File: config.mk
export PLATFORM = sky130hd
export DESIGN_NAME = mips_periph
export DESIGN_NICKNAME = d
export VERILOG_FILES = /design/src/common/mips_sys_pkg.sv /design/src/bus_bridge.sv /design/src/timer/timer_counter.sv /design/src/irq_collect.sv /design/src/mips_periph.sv
export SDC_FILE = /design/constraint.sdc
export NUM_CORES = 1
export LEC_CHECK = 0
export BUFFER_PORTS_ARGS = -buffer_cell sky130_fd_sc_hd__buf_4
export CORE_AREA = 2 2 213 215
export DETAILED_ROUTE_END_ITERATION = 6
export DIE_AREA = 0 0 215 217
export PLACE_DENSITY_LB_ADDON = 0.3
export SYNTH_ARGS = -nofsm -noshare
export SYNTH_HDL_FRONTEND = slang
export SYNTH_SLANG_ARGS = --single-unit
File: constraint.sdc
create_clock -name clk -period 3.57 [get_ports clk]
set_input_delay 0.1785 -clock clk [delete_from_list [all_inputs] [get_ports clk]]
set_output_delay 0.1785 -clock clk [all_outputs]
set_load 0.005 [all_outputs]
File: src/common/mips_sys_pkg.sv
// MIPS peripheral shared definitions
package mips_sys_pkg;

    localparam int NUM_TIMERS = 2;
    localparam int TC_IDX_W   = (NUM_TIMERS > 1) ? $clog2(NUM_TIMERS) : 1;

    typedef logic [31:0]         word_t;
    typedef logic [31:0]         addr_t;
    typedef logic [3:0]          byteen_t;
    typedef logic [7:0]          irq_vec_t;
    typedef logic [TC_IDX_W-1:0] tc_idx_t;

    // address map
    localparam addr_t DM_LAST      = 32'h0000_2FFF;
    localparam addr_t TC_BASE      = 32'h0000_7F00;
    localparam addr_t TC_STRIDE    = 32'h0000_0010;
    localparam addr_t TC_LAST      = TC_BASE + NUM_TIMERS * TC_STRIDE - 1;
    localparam addr_t INT_ACK_ADDR = 32'h0000_7F20;    // write only

    // byte offsets inside one timer
    localparam logic [3:0] TC_CTRL   = 4'h0;
    localparam logic [3:0] TC_PRESET = 4'h4;
    localparam logic [3:0] TC_COUNT  = 4'h8;            // read only

    // control register fields
    localparam int CTRL_EN   = 0;
    localparam int CTRL_MODE = 1;                       // two bits wide
    localparam int CTRL_IM   = 3;

    localparam logic [1:0] MODE_RELOAD = 2'd1;          // 0 is one-shot

    // hardware interrupt vector layout
    localparam int IRQ_BIT_TC0 = 2;
    localparam int IRQ_BIT_EXT = 4;

    typedef enum logic {
        IDLE,
        DONE
    } bridge_state_t;

    typedef enum logic [1:0] {
        TC_IDLE,
        TC_LOAD,
        TC_CNT,
        TC_INT
    } tc_state_t;

endpackage

File: src/bus_bridge.sv
// CPU data bus bridge
`timescale 1ns/1ns

module bus_bridge
    import mips_sys_pkg::*;
(
    input  logic                  clk,
    input  logic                  rst_n,
    input  logic                  req,
    input  addr_t                 addr,
    input  word_t                 wdata,
    input  byteen_t               byteen,
    input  word_t                 dm_rdata,
    input  word_t                 tc_rdata,
    output logic                  ack,
    output word_t                 rdata,
    output logic                  exc,
    output addr_t                 dm_addr,
    output word_t                 dm_wdata,
    output byteen_t               dm_byteen,
    output logic [NUM_TIMERS-1:0] tc_sel,
    output logic                  tc_we,
    output logic [1:0]            tc_reg,
    output word_t                 tc_wdata,
    output logic                  int_ack
);

    bridge_state_t state;

    logic       start;
    logic       wr;
    logic       hit_dm;
    logic       hit_tc;
    logic       hit_ack;
    logic       reg_ok;
    logic       bad;
    logic       go;
    addr_t      tc_off;
    logic [3:0] reg_off;
    tc_idx_t    tc_idx;
    word_t      rd_mux;

    assign start = req && (state == IDLE);    // access happens in this cycle
    assign wr    = |byteen;                   // no byte lane means a read

    assign tc_off  = addr - TC_BASE;
    assign reg_off = {tc_off[3:2], 2'b00};
    assign tc_idx  = tc_idx_t'(tc_off / TC_STRIDE);

    assign reg_ok  = (reg_off == TC_CTRL) || (reg_off == TC_PRESET) || (reg_off == TC_COUNT);
    assign hit_dm  = (addr <= DM_LAST);
    assign hit_tc  = (addr >= TC_BASE) && (addr <= TC_LAST) && reg_ok;
    assign hit_ack = (addr == INT_ACK_ADDR);

    // unmapped, partial word to a register, or count write
    always_comb begin
        bad = 1'b0;
        if (!(hit_dm || hit_tc || hit_ack)) begin
            bad = 1'b1;
        end else if ((hit_tc || hit_ack) && wr && (byteen != 4'hF)) begin
            bad = 1'b1;
        end else if (hit_tc && wr && (reg_off == TC_COUNT)) begin
            bad = 1'b1;
        end
    end

    assign go = start && !bad;

    // data memory port
    assign dm_addr   = addr;
    assign dm_wdata  = wdata;
    assign dm_byteen = (go && hit_dm) ? byteen : '0;

    // timer strobes
    always_comb begin
        for (int i = 0; i < NUM_TIMERS; i++) begin
            tc_sel[i] = go && hit_tc && (tc_idx == tc_idx_t'(i));
        end
    end

    assign tc_we    = go && hit_tc && wr;
    assign tc_reg   = tc_off[3:2];
    assign tc_wdata = wdata;
    assign int_ack  = go && hit_ack && wr;

    // writes and faults return zero
    always_comb begin
        rd_mux = '0;
        if (!bad && !wr) begin
            if (hit_dm) begin
                rd_mux = dm_rdata;
            end else if (hit_tc) begin
                rd_mux = tc_rdata;
            end
        end
    end

    always_ff @(posedge clk or negedge rst_n) begin
        if (!rst_n) begin
            state <= IDLE;
            rdata <= '0;
            exc   <= 1'b0;
        end else begin
            case (state)
                IDLE: begin
                    if (req) begin
                        state <= DONE;
                        rdata <= rd_mux;
                        exc   <= bad;
                    end
                end
                DONE: begin
                    if (!req) begin
                        state <= IDLE;    // ack drops at this edge
                    end
                end
                default: state <= IDLE;
            endcase
        end
    end

    assign ack = (state == DONE);

endmodule

File: src/timer/timer_counter.sv
// Timer/counter
`timescale 1ns/1ns

module timer_counter
    import mips_sys_pkg::*;
(
    input  logic       clk,
    input  logic       rst_n,
    input  logic       sel,
    input  logic       we,
    input  logic [1:0] reg_sel,
    input  word_t      wdata,
    output word_t      rdata,
    output logic       irq
);

    tc_state_t state;

    word_t ctrl;
    word_t preset;
    word_t count;
    logic  irq_flag;
    logic  wr_ctrl;
    logic  wr_preset;

    assign wr_ctrl   = sel && we && (reg_sel == TC_CTRL[3:2]);
    assign wr_preset = sel && we && (reg_sel == TC_PRESET[3:2]);

    always_ff @(posedge clk or negedge rst_n) begin
        if (!rst_n) begin
            ctrl     <= '0;
            preset   <= '0;
            count    <= '0;
            irq_flag <= 1'b0;
            state    <= TC_IDLE;
        end else begin
            if (wr_preset) begin
                preset <= wdata;
            end
            if (wr_ctrl) begin
                ctrl     <= wdata;
                irq_flag <= 1'b0;
                state    <= TC_IDLE;    // restart from the new setting
            end else begin
                case (state)
                    TC_IDLE: begin
                        if (ctrl[CTRL_EN]) begin
                            state <= TC_LOAD;
                        end
                    end
                    TC_LOAD: begin
                        count <= preset;
                        state <= TC_CNT;
                    end
                    TC_CNT: begin
                        if (!ctrl[CTRL_EN]) begin
                            state <= TC_IDLE;
                        end else if (count <= 32'd1) begin
                            count    <= '0;    // zero preset stops at once
                            irq_flag <= 1'b1;
                            state    <= TC_INT;
                        end else begin
                            count <= count - 32'd1;
                        end
                    end
                    TC_INT: begin
                        if (ctrl[CTRL_MODE +: 2] == MODE_RELOAD) begin
                            irq_flag <= 1'b0;    // single cycle pulse
                            state    <= TC_LOAD;
                        end else begin
                            ctrl[CTRL_EN] <= 1'b0;    // flag held till next ctrl write
                            state         <= TC_IDLE;
                        end
                    end
                    default: state <= TC_IDLE;
                endcase
            end
        end
    end

    always_comb begin
        case (reg_sel)
            TC_CTRL[3:2]:   rdata = ctrl;
            TC_PRESET[3:2]: rdata = preset;
            TC_COUNT[3:2]:  rdata = count;
            default:        rdata = '0;
        endcase
    end

    assign irq = irq_flag && ctrl[CTRL_IM];

endmodule

File: src/irq_collect.sv
// Interrupt collector
`timescale 1ns/1ns

module irq_collect
    import mips_sys_pkg::*;
(
    input  logic                  clk,
    input  logic                  rst_n,
    input  logic [NUM_TIMERS-1:0] tc_sel,
    input  word_t                 tc_rdata_all [NUM_TIMERS],
    input  logic [NUM_TIMERS-1:0] tc_irq,
    input  logic                  ext_int,
    input  logic                  int_ack,
    output word_t                 tc_rdata,
    output irq_vec_t              hw_int
);

    logic [NUM_TIMERS-1:0] tc_irq_q;
    logic                  ext_s;
    logic                  ext_d;
    logic                  pending;

    // selects are one-hot or all low
    always_comb begin
        tc_rdata = '0;
        for (int i = 0; i < NUM_TIMERS; i++) begin
            if (tc_sel[i]) begin
                tc_rdata = tc_rdata | tc_rdata_all[i];
            end
        end
    end

    always_ff @(posedge clk or negedge rst_n) begin
        if (!rst_n) begin
            tc_irq_q <= '0;
            ext_s    <= 1'b0;
            ext_d    <= 1'b0;
            pending  <= 1'b0;
        end else begin
            tc_irq_q <= tc_irq;
            ext_s    <= ext_int;
            ext_d    <= ext_s;
            if (ext_s && !ext_d) begin
                pending <= 1'b1;    // new edge wins over ack
            end else if (int_ack) begin
                pending <= 1'b0;
            end
        end
    end

    always_comb begin
        hw_int = '0;
        for (int i = 0; i < NUM_TIMERS; i++) begin
            hw_int[IRQ_BIT_TC0 + i] = tc_irq_q[i];
        end
        hw_int[IRQ_BIT_EXT] = pending;
    end

endmodule

File: src/mips_periph.sv
// MIPS peripheral subsystem top
`timescale 1ns/1ns

module mips_periph
    import mips_sys_pkg::*;
(
    input  logic     clk,
    input  logic     rst_n,
    input  logic     req,
    input  addr_t    addr,
    input  word_t    wdata,
    input  byteen_t  byteen,
    input  logic     ext_int,
    input  word_t    dm_rdata,
    output logic     ack,
    output word_t    rdata,
    output logic     exc,
    output addr_t    dm_addr,
    output word_t    dm_wdata,
    output byteen_t  dm_byteen,
    output irq_vec_t hw_int
);

    logic [NUM_TIMERS-1:0] tc_sel;
    logic                  tc_we;
    logic [1:0]            tc_reg;
    word_t                 tc_wdata;
    word_t                 tc_rdata;
    word_t                 tc_rdata_all [NUM_TIMERS];
    logic [NUM_TIMERS-1:0] tc_irq;
    logic                  int_ack;

    bus_bridge u_bridge (
        .clk       (clk),
        .rst_n     (rst_n),
        .req       (req),
        .addr      (addr),
        .wdata     (wdata),
        .byteen    (byteen),
        .dm_rdata  (dm_rdata),
        .tc_rdata  (tc_rdata),
        .ack       (ack),
        .rdata     (rdata),
        .exc       (exc),
        .dm_addr   (dm_addr),
        .dm_wdata  (dm_wdata),
        .dm_byteen (dm_byteen),
        .tc_sel    (tc_sel),
        .tc_we     (tc_we),
        .tc_reg    (tc_reg),
        .tc_wdata  (tc_wdata),
        .int_ack   (int_ack)
    );

    for (genvar i = 0; i < NUM_TIMERS; i++) begin : g_tc
        timer_counter u_tc (
            .clk     (clk),
            .rst_n   (rst_n),
            .sel     (tc_sel[i]),
            .we      (tc_we),
            .reg_sel (tc_reg),
            .wdata   (tc_wdata),
            .rdata   (tc_rdata_all[i]),
            .irq     (tc_irq[i])
        );
    end

    irq_collect u_irq (
        .clk          (clk),
        .rst_n        (rst_n),
        .tc_sel       (tc_sel),
        .tc_rdata_all (tc_rdata_all),
        .tc_irq       (tc_irq),
        .ext_int      (ext_int),
        .int_ack      (int_ack),
        .tc_rdata     (tc_rdata),
        .hw_int       (hw_int)
    );

endmodule

==> Yosys cells after proc, flatten, opt, wreduce, memory -nomap -nowiden <==
Index checks and enable logic that the tools add are counted.
W data, S select, Z words.
{ "word_totals": {"regBits": 237, "latchBits": 0, "ram_bits": 0, "romBits": 0, "in_bits": 104, "out_inout_bits": 110, "word_cells": 160, "mem_count": 0} }
{ "op_classes": {"addsub": 3, "multipliers": 0, "n_div": 0, "n_lt_le_gt_ge": 5, "eq_ne": 26, "shifts": 0, "mux": 48, "n_bitwise": 5, "reduce_logical": 54} }
{ "op_table": {"columns": ["cell", "n"], "rows": [
  ["$mux W32", 9],
  ["$pmux W32 S3", 2],
  ["$pmux W32 S2", 2],
  ["$le A32 B1 Y1 const B", 2],
  ["$sub A32 B1 Y32 const B", 2],
  ["$eq A32 B15 Y1 const B", 1],
  ["$ge A32 B15 Y1 const B", 1],
  ["$le A32 B14 Y1 const B", 1],
  ["$le A32 B15 Y1 const B", 1],
  ["$or A32 B32 Y32", 1],
  ["$logic_and A1 B1 Y1", 25],
  ["$ne A3 B1 Y1 const B", 8],
  ["$mux W1", 22],
  ["$mux W2", 8],
  ["$pmux W2 S4", 2],
  ["$ne A4 B4 Y1 const B", 3],
  ["$eq A2 B1 Y1 const B", 5],
  ["$eq A2 B2 Y1 const B", 5],
  ["$reduce_and A2 Y1", 5],
  ["$reduce_bool A2 Y1", 5],
  ["$ne A2 B1 Y1 const B", 4],
  ["$reduce_and A4 Y1", 2],
  ["$logic_not A2 Y1", 3],
  ["$reduce_and A3 Y1", 2],
  ["9 further kinds", 20]
]} }

==> Longest topological paths before layout <==
Gate-level depths: netlist of run 1.
{ "logic_depth": {"ltp_word": 20, "mapped_depth": 10, "ltp_nobuf": 8} }

==> Cells and area by module <==
From an unflattened synthesis of run 1, not the netlist that was laid out.
{ "hier_totals": {"hier_cells": 1439, "area_unflattened_um2": 14137.3} }
{ "by_module_without_submodules": {"columns": ["module", "n_inst", "cells_per_inst", "area_each_um2", "seq_area_each_um2"], "rows": [
  ["timer_counter", 2, 549, 5539.1, 2477.4],
  ["bus_bridge", 1, 288, 2521.2, 850.8],
  ["irq_collect", 1, 53, 538.0, 125.1]
]} }

==> Worst setup path after synthesis of run 1 <==
OpenSTA, ideal clock, no wires.
{ "synth_timing": {"path_kind": "register to register", "startpoint": "register g_tc[1].u_tc.count[0]", "endpoint": "register g_tc[1].u_tc.count[24]", "arrival_time_ps": 2543, "path_slack_ps": 901, "stages_incl_launch_ff": 9, "n_path_buf": 0, "path_cell_list": "dfrtp_1 > inv_1 > ha_1 > or4b_2 > nor2_1 > nand3_1 > or3_1 > a21o_1 > a221o_1"} }
{ "synth_between": {"elab_chain_cells": 4} }
{ "synth_rtl": {"columns": ["item", "line", "rtl"], "rows": [
  ["start, declared", "timer_counter.sv:21", "word_t count;"],
  ["start signal, assigned", "timer_counter.sv:52", "count <= preset;"],
  ["start signal, assigned", "timer_counter.sv:63", "count <= count - 32'd1;"],
  ["$sub A32 B1 Y32 / $le A32 B1 Y1 (equally long branches)", "timer_counter.sv:63, timer_counter.sv:58", null],
  ["$mux W32 (*)", "timer_counter.sv:58", "end else if (count <= 32'd1) begin"],
  ["$mux W32 (*)", "timer_counter.sv:56", "if (!ctrl[CTRL_EN]) begin"],
  ["$pmux W32 S2 (*)", "timer_counter.sv:45", "case (state)"]
]} }
Every way passes the cells marked *; elsewhere a longest branch is shown, timed or not. The select of a mux whose other input is x is not followed.
A chain may end at the register's enable or synchronous reset.

==> Worst setup path in the final report of run 1 <==
{ "layout_timing": {"startpoint": "register g_tc[0].u_tc.count[8]", "endpoint": "register g_tc[0].u_tc.count[29]"} }
{ "layout_between": {"elab_chain_cells": 4} }
{ "layout_rtl": {"columns": ["item", "line"], "rows": [
  ["start, declared", "timer_counter.sv:21"],
  ["start signal, assigned", "timer_counter.sv:52"],
  ["start signal, assigned", "timer_counter.sv:63"],
  ["$sub A32 B1 Y32 / $le A32 B1 Y1 (equally long branches)", "timer_counter.sv:63, timer_counter.sv:58"],
  ["$mux W32 (*)", "timer_counter.sv:58"],
  ["$mux W32 (*)", "timer_counter.sv:56"],
  ["$pmux W32 S2 (*)", "timer_counter.sv:45"]
]} }
Marks and branches as above.

==> results summary, run 1 <==
The insertion delay of the later-clocked pin in the worst-skew pair is 0.55 ns. The proportion of register bits with asynchronous set or reset after synthesis came out at 100.0%. The endpoint kind of the worst setup timing path is a flop. The type of the setup path with the least slack is reg -> reg. The maximum buffer depth of the clock tree came out at 3. STA classifies the critical path startpoint as a flop.

The pin count of the biggest net entering global routing is 98. The count of mapped cells out of synthesis is 1,342. Along the worst path, the maximum fanout reaches 11.

The total core area is 44,700 µm². The number of filler cells placed in the layout is about 4,500. The detailed router put a total of 19,770 µm of wire on met1. The number of routed nets with antenna violations came out at 0. The total number of H-tree levels came out at 1.

The netlist uses 66 different library cells. The number of buffers inserted during clock tree synthesis came out at 28. The clock net in this run drives a total of 237 sinks.

The number of antenna violations at the first check in global routing is 0. Of all cell types, the one taking the most synthesized area is sky130_fd_sc_hd__dfrtp_1. The total overflow left after global routing is 0.

The die footprint is 46,660 µm². The most frequently used flop master after synthesis is sky130_fd_sc_hd__dfrtp_1. The mapped netlist covers 13,200 µm². The total power density per cell area came out at roughly 360 nW/µm². The overall via count from detail_route is 11,360. Setup repair after global routing left no endpoint under its margin. The final weighted congestion of routability-driven global placement is 0.8474. The aggregate negative setup slack came out at 0 ns. The I/O pin total came out at 214. The number of global-route vias before repair came out at 11,410.

The detail-routed net length per standard cell came out at 20.93 µm. For the worst setup path, the data required time is 4.01 ns. Clock-pin slew was measured on the worst setup and hold paths at roughly 0.06 ns. The highest layer used for signal routing is met4.

The global-route wire length before repair came out at 68,670 µm. The post-route clock skew came out at 0.01342 ns. The first-pass detailed-route iteration total came out at 5. The data arrival time of the critical path came out at 3.46 ns. The transition time at the pin with the least slew margin came out at 0.9939 ns.

The share of the yosys chip area belonging to registers is 44.95%. In this run the core area contains 78 standard-cell rows. The footprint of the multi-input gates came out at 6311 µm².

The yosys synthesis warning count is 0. The total power is 5.996 mW. Setup violations remaining at the end of the flow were counted as 0.

In the detailed route, the total length drawn on met2 is 22,000 µm. The number of nets in the final layout came out at roughly 1,600. The number of inserted diodes is 0. The initial utilization of the core area, before any placement, comes to between 20 and 30%. The maximum clock frequency came out at 331.8 MHz. Registers take 5931 µm². The share of final-layout standard cells stronger than drive strength 1 is 26.10%. The min-delay analysis places its worst path in the category in -> reg. The max-cap check violation count came out at 0. The detailed router's first-iteration violation count is about 1,000. TritonCTS built the clock tree. The final critical path time including I/O delays and setup is 3.014 ns.

The worst IR drop on VDD is approximately 0.00036 V. In this run, synthesis produced a sequential element count of between 200 and 250. After detailed routing, the number of remaining DRC violations is 0.

The ratio of routed vias to standard cells came out at 5.290. The top-area cell type share of the netlist area came out at 44.95%. The share of the clock period used by the worst path is 84.42%. The die height is approximately 220 µm. The number of port buffers is 208. The synthesized design contains 0 enable-type register cells. The static power due to leakage is around 7.4 nW. The met3 wire length is 1916 µm.

The tree is rooted in a sky130_fd_sc_hd__clkbuf_16. The count of final hold-check violations came out at 0. The wire length reported by the detailed router came out at 44,960 µm. The worst pin sits at a relative slew slack of 33.74%. Yosys attributes the largest share of cell area to sky130_fd_sc_hd__dfrtp_1, sky130_fd_sc_hd__mux2_2, sky130_fd_sc_hd__o21ai_0.

The half-perimeter wire length of the detailed placement result came out at ~31,000 µm. The total count of max-transition violations in the final report came out at 0. The flow ran to the end, and the final reports show no timing, DRC or antenna violations. The layout overhead on the synthesized area is 25.36%. The die is around 220 µm wide. The average instance area after synthesis is 9.832 µm².

The global-route usage over all layers is a little under a fifth.
-- power by group --
part,total [mW],internal [mW],switching (mW)
combinational,0.478,0.212,0.265
clock,2.83,1.68,1.15
sequential,2.69,2.69,0.00207
total,6.00,4.58,1.42
-- cell usage after synthesis, drive strengths merged (3+ instances only) --
cell type  instances
a31o               4
nand3b             5
nor4              25
mux2             126
dfrtp            237
a21oi            111
nor3              41
a221o             13
nand2             73
nand3             14
mux2i             68
or4                9
clkbuf            60
or3               16
buf               99
o2bb2ai            9
o21ai            150
nand2b             3
a32oi             15
nor4b              3
a31oi             10
a211oi             4
ha                10
o41ai              5
nor2             109
o211ai            11
a22o              16
and2               6
or2                3
a21o               5
nand4             10
a22oi             12
inv               20
nor2b              8
and3               7
-- what timing repair did --
item	4_1_cts	5_1_grt
gates resized for setup	0	0
setup buffers	0	0
endpoints found under the hold margin	233	0
hold buffers	67	0
-- flip-flops by register name (all words and copies together), names as in the netlist --
register,count
g_tc.u_tc.irq_flag,2
g_tc.u_tc.preset,64
g_tc.u_tc.count,64
u_irq.ext_d,1
u_bridge.ack,1
u_irq.tc_irq_q,2
g_tc.u_tc.state,4
u_irq.pending,1
u_irq.ext_s,1
u_bridge.exc,1
u_bridge.rdata,32
g_tc.u_tc.ctrl,64
-- cells by family (layout without fill, tap and decap cells) --
group / count (synthesis) / after routing / synth area share [%]
AND/OR/NAND/NOR: 337 / 337 / 12.65
AO/OA/AOI/OAI: 381 / 381 / 17.80
other: 1 / 5 / 0.02842
flip-flops: 237 / 237 / 44.95
buffers and inverters: 181 / 383 / 7.548
multiplexers: 195 / 195 / 16.08
adder cells (fa/ha/maj): 10 / 10 / 0.9482
-- final cells by class --
type / count / area share [%]
Tap cell: 600 / 4.538
Multi-Input combinational cell: 928 / 38.15
Clock inverter: 3 / 0.1135
Inverter: 22 / 0.4992
Clock buffer: 45 / 5.355
Timing Repair Buffer: 313 / 15.49
Sequential cell: 237 / 35.85
-- per-stage QoR --
stage	area, µm²	worst slack (ns)	hold WS, ns	utilization (%)	cells
floorplan	13210	0.9013	-0.1171	-	1346
global placement	14970	0.5799	0.1942	33.48	2033
detailed placement	14970	0.5281	0.1944	33.48	2033
CTS	16540	0.5578	0.1189	37.01	2148
global route	16540	0.3933	0.1552	37.01	2148
finish	16540	0.5561	0.1106	37.01	2148
-- routing by layer --
layer / global-route usage [%] / vias up
met4: 5.977 / 0
met5: 0 / -
met2: 32.47 / 311
li1: - / 5221
met1: 24.79 / 5758
met3: 2.138 / 72
-- worst paths after layout --
path                                                    from  slack (ns)                                  to  depth (start not counted)
min reg2reg                            u_irq.ext_s$_DFF_PN0_        0.38               u_irq.ext_d$_DFF_PN0_                          0
max in group asynchronous                              rst_n        2.32   g_tc[1].u_tc.count[9]$_DFFE_PN0P_                          3
min                                                 addr[16]        0.11            u_bridge.exc$_DFFE_PN0P_                          5
min in group asynchronous                              rst_n        0.15              u_bridge.ack$_DFF_PN0_                          2
max reg2reg                g_tc[0].u_tc.count[8]$_DFFE_PN0P_        0.56  g_tc[0].u_tc.count[29]$_DFFE_PN0P_                          7
max                        g_tc[0].u_tc.count[8]$_DFFE_PN0P_        0.56  g_tc[0].u_tc.count[29]$_DFFE_PN0P_                          7
-- cell usage in the layout (no fill, tap or decap), drive strengths merged, types with 6 or more instances in the layout --
cell	n
ha	10
o2bb2ai	9
o211ai	11
inv	20
and2	6
nand2	73
nand3	14
a31oi	10
buf	246
o21ai	150
or3	16
a22o	16
nor3	41
clkbuf	45
nor2	109
a21oi	111
and3	7
or4	9
dfrtp	237
nand4	10
a221o	13
nor4	25
a32oi	15
mux2i	68
nor2b	8
a22oi	12
dlygate4sd3	67
mux2	126
-- worst max-delay path, stage by stage, from the launching register on --
cell	delay (ns)
sky130_fd_sc_hd__dfrtp_1	0.44
sky130_fd_sc_hd__or3_1	0.47
sky130_fd_sc_hd__or4_1	0.73
sky130_fd_sc_hd__o41a_1	0.59
sky130_fd_sc_hd__buf_4	0.28
sky130_fd_sc_hd__nand2_1	0.09
sky130_fd_sc_hd__o2bb2ai_1	0.08
sky130_fd_sc_hd__a22o_1	0.22
No activity file was read; power rests on OpenSTA's default activity.
==> inputs of run 2 (changes only) <==
==> constraint.sdc (replaced) <==
create_clock -name clk -period 2.6 [get_ports clk]
set_input_delay 0.13 -clock clk [delete_from_list [all_inputs] [get_ports clk]]
set_output_delay 0.13 -clock clk [all_outputs]
set_load 0.005 [all_outputs]
==> results summary, run 2 (synthesized netlist as in run 1, its figures left out) <==
The endpoint kind of the worst setup timing path was a flop (unchanged). The I/O pin total is 214 (unchanged). The root cell of the clock tree is sky130_fd_sc_hd__clkbuf_16 (unchanged). The die height came to 217 µm (unchanged). Registers with the most flip-flops: g_tc.u_tc.count: 64 flops, g_tc.u_tc.ctrl: 64 flops, g_tc.u_tc.preset: 64 flops (unchanged). The share of the clock period used by the worst path is 95.96% (was 84.42%).

The number of nets in the final layout came out at 1,711 (was 1,644). The register share of total power came out at 46.3% (was 44.9%). The switching power of the nets is 1.877 mW (was 1.416 mW).

The half-perimeter wire length of the detailed placement result is 32,140 µm (was 31,420 µm). The area of placed instances came out at 15,560 µm² (was 14,970 µm²). The maximum clock frequency is 400.8 MHz (was 331.8 MHz). The DRC violations left came out at 0 (unchanged). The clock transition at the registers of the reported paths came to 0.06 ns (about the same). The die footprint is 46,660 µm² (unchanged). The total count of max-transition violations in the final report was 0 (unchanged). The final setup violation count was 0 (unchanged). The clock sink total is 237 (unchanged). The master of the slowest instance on the critical path is sky130_fd_sc_hd__or4_4 (was sky130_fd_sc_hd__or4_1). The number of buffers inserted during clock tree synthesis came out at 27 (was 28). The net switching share of the total power came to 23.53% (was 23.62%). Outcome: finished, final reports clean (unchanged). The number of antenna violations at the first check in global routing came to 2 (was 0). The number of global-route vias before repair came out at 11,580 (was 11,410). The type of the setup path with the least slack is reg -> reg (unchanged).

The data arrival time of the critical path was 2.90 ns (was 3.46 ns). The register-to-register setup slack was 0.11 ns (was 0.56 ns). The layout overhead on the synthesized area is 30.16% (was 25.36%). The max-cap check violation count is 0 (unchanged).

The internal power contribution is 6.101 mW (was 4.580 mW). The static power due to leakage came out at 7.759 nW (was 7.397 nW). The largest fanout on the critical path came out at 11 (unchanged). The number of rows created at floorplan came out at 78 (unchanged). The global-route wire length before repair is 69,430 µm (was 68,670 µm).

The fraction of power consumed by the clock network is 45.3% (was 47.1%). The pin count of the biggest net entering global routing is 66 (was 98). The total core area came out at 44,700 µm² (unchanged). The total power density per cell area is 464.5 nW/µm² (was 362.4 nW/µm²).

The origin of the critical flop-to-flop path is g_tc[1].u_tc.count[11]$_DFFE_PN0P_ (was g_tc[0].u_tc.count[8]$_DFFE_PN0P_). The number of routed nets with antenna violations is 0 (unchanged). The TritonCTS clock tree was yes (unchanged). The floorplan die width is 215 µm (unchanged). The count of final hold-check violations came to 0 (unchanged). The number of cells on the worst reg-to-reg path came out at 8 (was 7). The transition time at the pin with the least slew margin is 0.7260 ns (was 0.9939 ns). The final weighted congestion of routability-driven global placement came out at 0.8578 (was 0.8474). The detail-routed net length per standard cell is 20.55 µm (was 20.93 µm). The wire length reported by the detailed router came out at 45,490 µm (was 44,960 µm). The total power is 7.978 mW (was 5.996 mW).

The most common library cell in the layout ignoring fill and taps is sky130_fd_sc_hd__buf_4 (unchanged). Cells traversed along the worst timing path: or4_4 -> nor3_4 -> buf_4 -> buf_6 -> nand3_1 -> or3_1 -> a21o_1 -> a221o_1 (was or3_1 -> or4_1 -> o41a_1 -> buf_4 -> nand2_1 -> o2bb2ai_1 -> a22o_1). The first-pass detailed-route iteration total came out at 5 (unchanged). The number of filler cells placed in the layout is 4,451 (was 4,507). The maximum buffer depth of the clock tree came out at 3 (unchanged). The share of final-layout standard cells stronger than drive strength 1 came out at 29.45% (was 26.10%). The part of the total power dissipated in combinational logic came to 8.4% (was 8.0%). The worst relative slew slack came out at 51.23% (was 33.74%). The post-route standard cell area excluding fillers is 17,180 µm² (was 16,540 µm²).

The detailed router's first-iteration violation count is 941 (was 1,000). The number of port buffers is 208 (unchanged). The insertion delay of the later-clocked pin in the worst-skew pair came to 0.53 ns (was 0.55 ns). The overall via count from detail_route came out at 11,570 (was 11,360). The post-route clock skew came out at 0.01297 ns (was 0.01342 ns). The critical path's largest stage delay is 0.57 ns (was 0.73 ns).

Commonest cells after routing, fill and taps aside: sky130_fd_sc_hd__buf_4, sky130_fd_sc_hd__dfrtp_1, sky130_fd_sc_hd__o21ai_0, sky130_fd_sc_hd__a21oi_1, sky130_fd_sc_hd__nor2_1 (unchanged). The capture point of the worst reg-to-reg path is g_tc[1].u_tc.count[24]$_DFFE_PN0P_ (was g_tc[0].u_tc.count[29]$_DFFE_PN0P_). The ratio of routed vias to standard cells is 5.224 (was 5.290). The worst IR drop on VDD came to 0.0003117 V (was 0.0003629 V). The sort of element at the start of the critical path is a flop (unchanged). The global-route usage over all layers is 18.99% (was 18.84%). The effective utilization at floorplan came to 29.52% (unchanged). The worst hold-check path type is in -> async (was in -> reg). The total number of H-tree levels came out at 1 (unchanged). The worst path required time is 3.01 ns (was 4.01 ns). The final critical path time including I/O delays and setup came to 2.495 ns (was 3.014 ns). The global-route congestion overflow total is 0 (unchanged).
-- run 2: worst max path at each step --
| stage | start | endpoint | slack (ns) |
|---|---|---|---|
| detailed placement | g_tc[1].u_tc.count[10]$_DFFE_PN0P_ | g_tc[1].u_tc.count[24]$_DFFE_PN0P_ | 0.01 |
| finish | g_tc[1].u_tc.count[11]$_DFFE_PN0P_ | g_tc[1].u_tc.count[24]$_DFFE_PN0P_ | 0.11 |
| global route | g_tc[0].u_tc.count[29]$_DFFE_PN0P_ | g_tc[0].u_tc.count[8]$_DFFE_PN0P_ | -0.01 |
| CTS | g_tc[0].u_tc.count[10]$_DFFE_PN0P_ | g_tc[0].u_tc.state[1]$_DFFE_PN0P_ | 0.04 |
| floorplan | g_tc[1].u_tc.count[21]$_DFFE_PN0P_ | g_tc[1].u_tc.count[14]$_DFFE_PN0P_ | 0.005 |
| global placement | g_tc[1].u_tc.count[11]$_DFFE_PN0P_ | g_tc[1].u_tc.count[24]$_DFFE_PN0P_ | 0.03 |
-- run 2: through the flow --
step	setup TNS, ns	util (%)	worst slack (ns)	instances	hold WS (ns)
global route	-0.01096	38.42	-0.01096	2213	0.1341
finish	0	38.43	0.1052	2214	0.1125
global placement	0	34.82	0.02910	2094	0.08401
floorplan	0	-	0.005291	1346	-0.1656
detailed placement	0	34.82	0.01258	2094	0.08705
CTS	0	38.17	0.04012	2206	0.08423
-- run 2: critical path, delay by kind of cell, from the launching register on --
family                 cells  cell delay (ns)
flip-flops                 1             0.41
AO/OA/AOI/OAI              2             0.47
buffers and inverters      2             0.27
AND/OR/NAND/NOR            4             1.22
-- run 2: layout make-up --
class	count	area (µm²)	share of cell area [%]
tap	600	750.7	4.371
timing repair buffer	381	3232	18.82
clock inverter	7	62.56	0.3642
clock buffer	38	757.0	4.407
sequential	237	5931	34.53
multi-input combinational	928	6357	37.01
inverter	22	82.58	0.4808
antenna	1	2.502	0.01457
-- run 2: repair_timing --
item                                    CTS  global route
endpoints found under the setup margin    1            41
hold endpoints to repair                273             0
hold buffers                             67             0
buffers inserted                          0             6
resized for setup                         1             9
gates cloned                              0             1
pin swaps                                 0             2
-- run 2: power groups by stage --
stage,logic [mW],clock network (mW),registers (mW)
global route,0.721,3.87,3.69
floorplan,0.220,0,3.76
CTS,0.680,3.69,3.69
global placement,0.594,0,3.76
finish,0.672,3.61,3.70
detailed placement,0.597,0,3.76
-- run 2: routing by layer --
metal / track usage [%] / wire (µm) / share of wire (%)
met4: 5.356 / 1172 / 2.6
met5: 0 / 0 / 0
met1: 24.20 / 19410 / 43
met3: 2.949 / 2247 / 4.9
met2: 33.38 / 22660 / 50
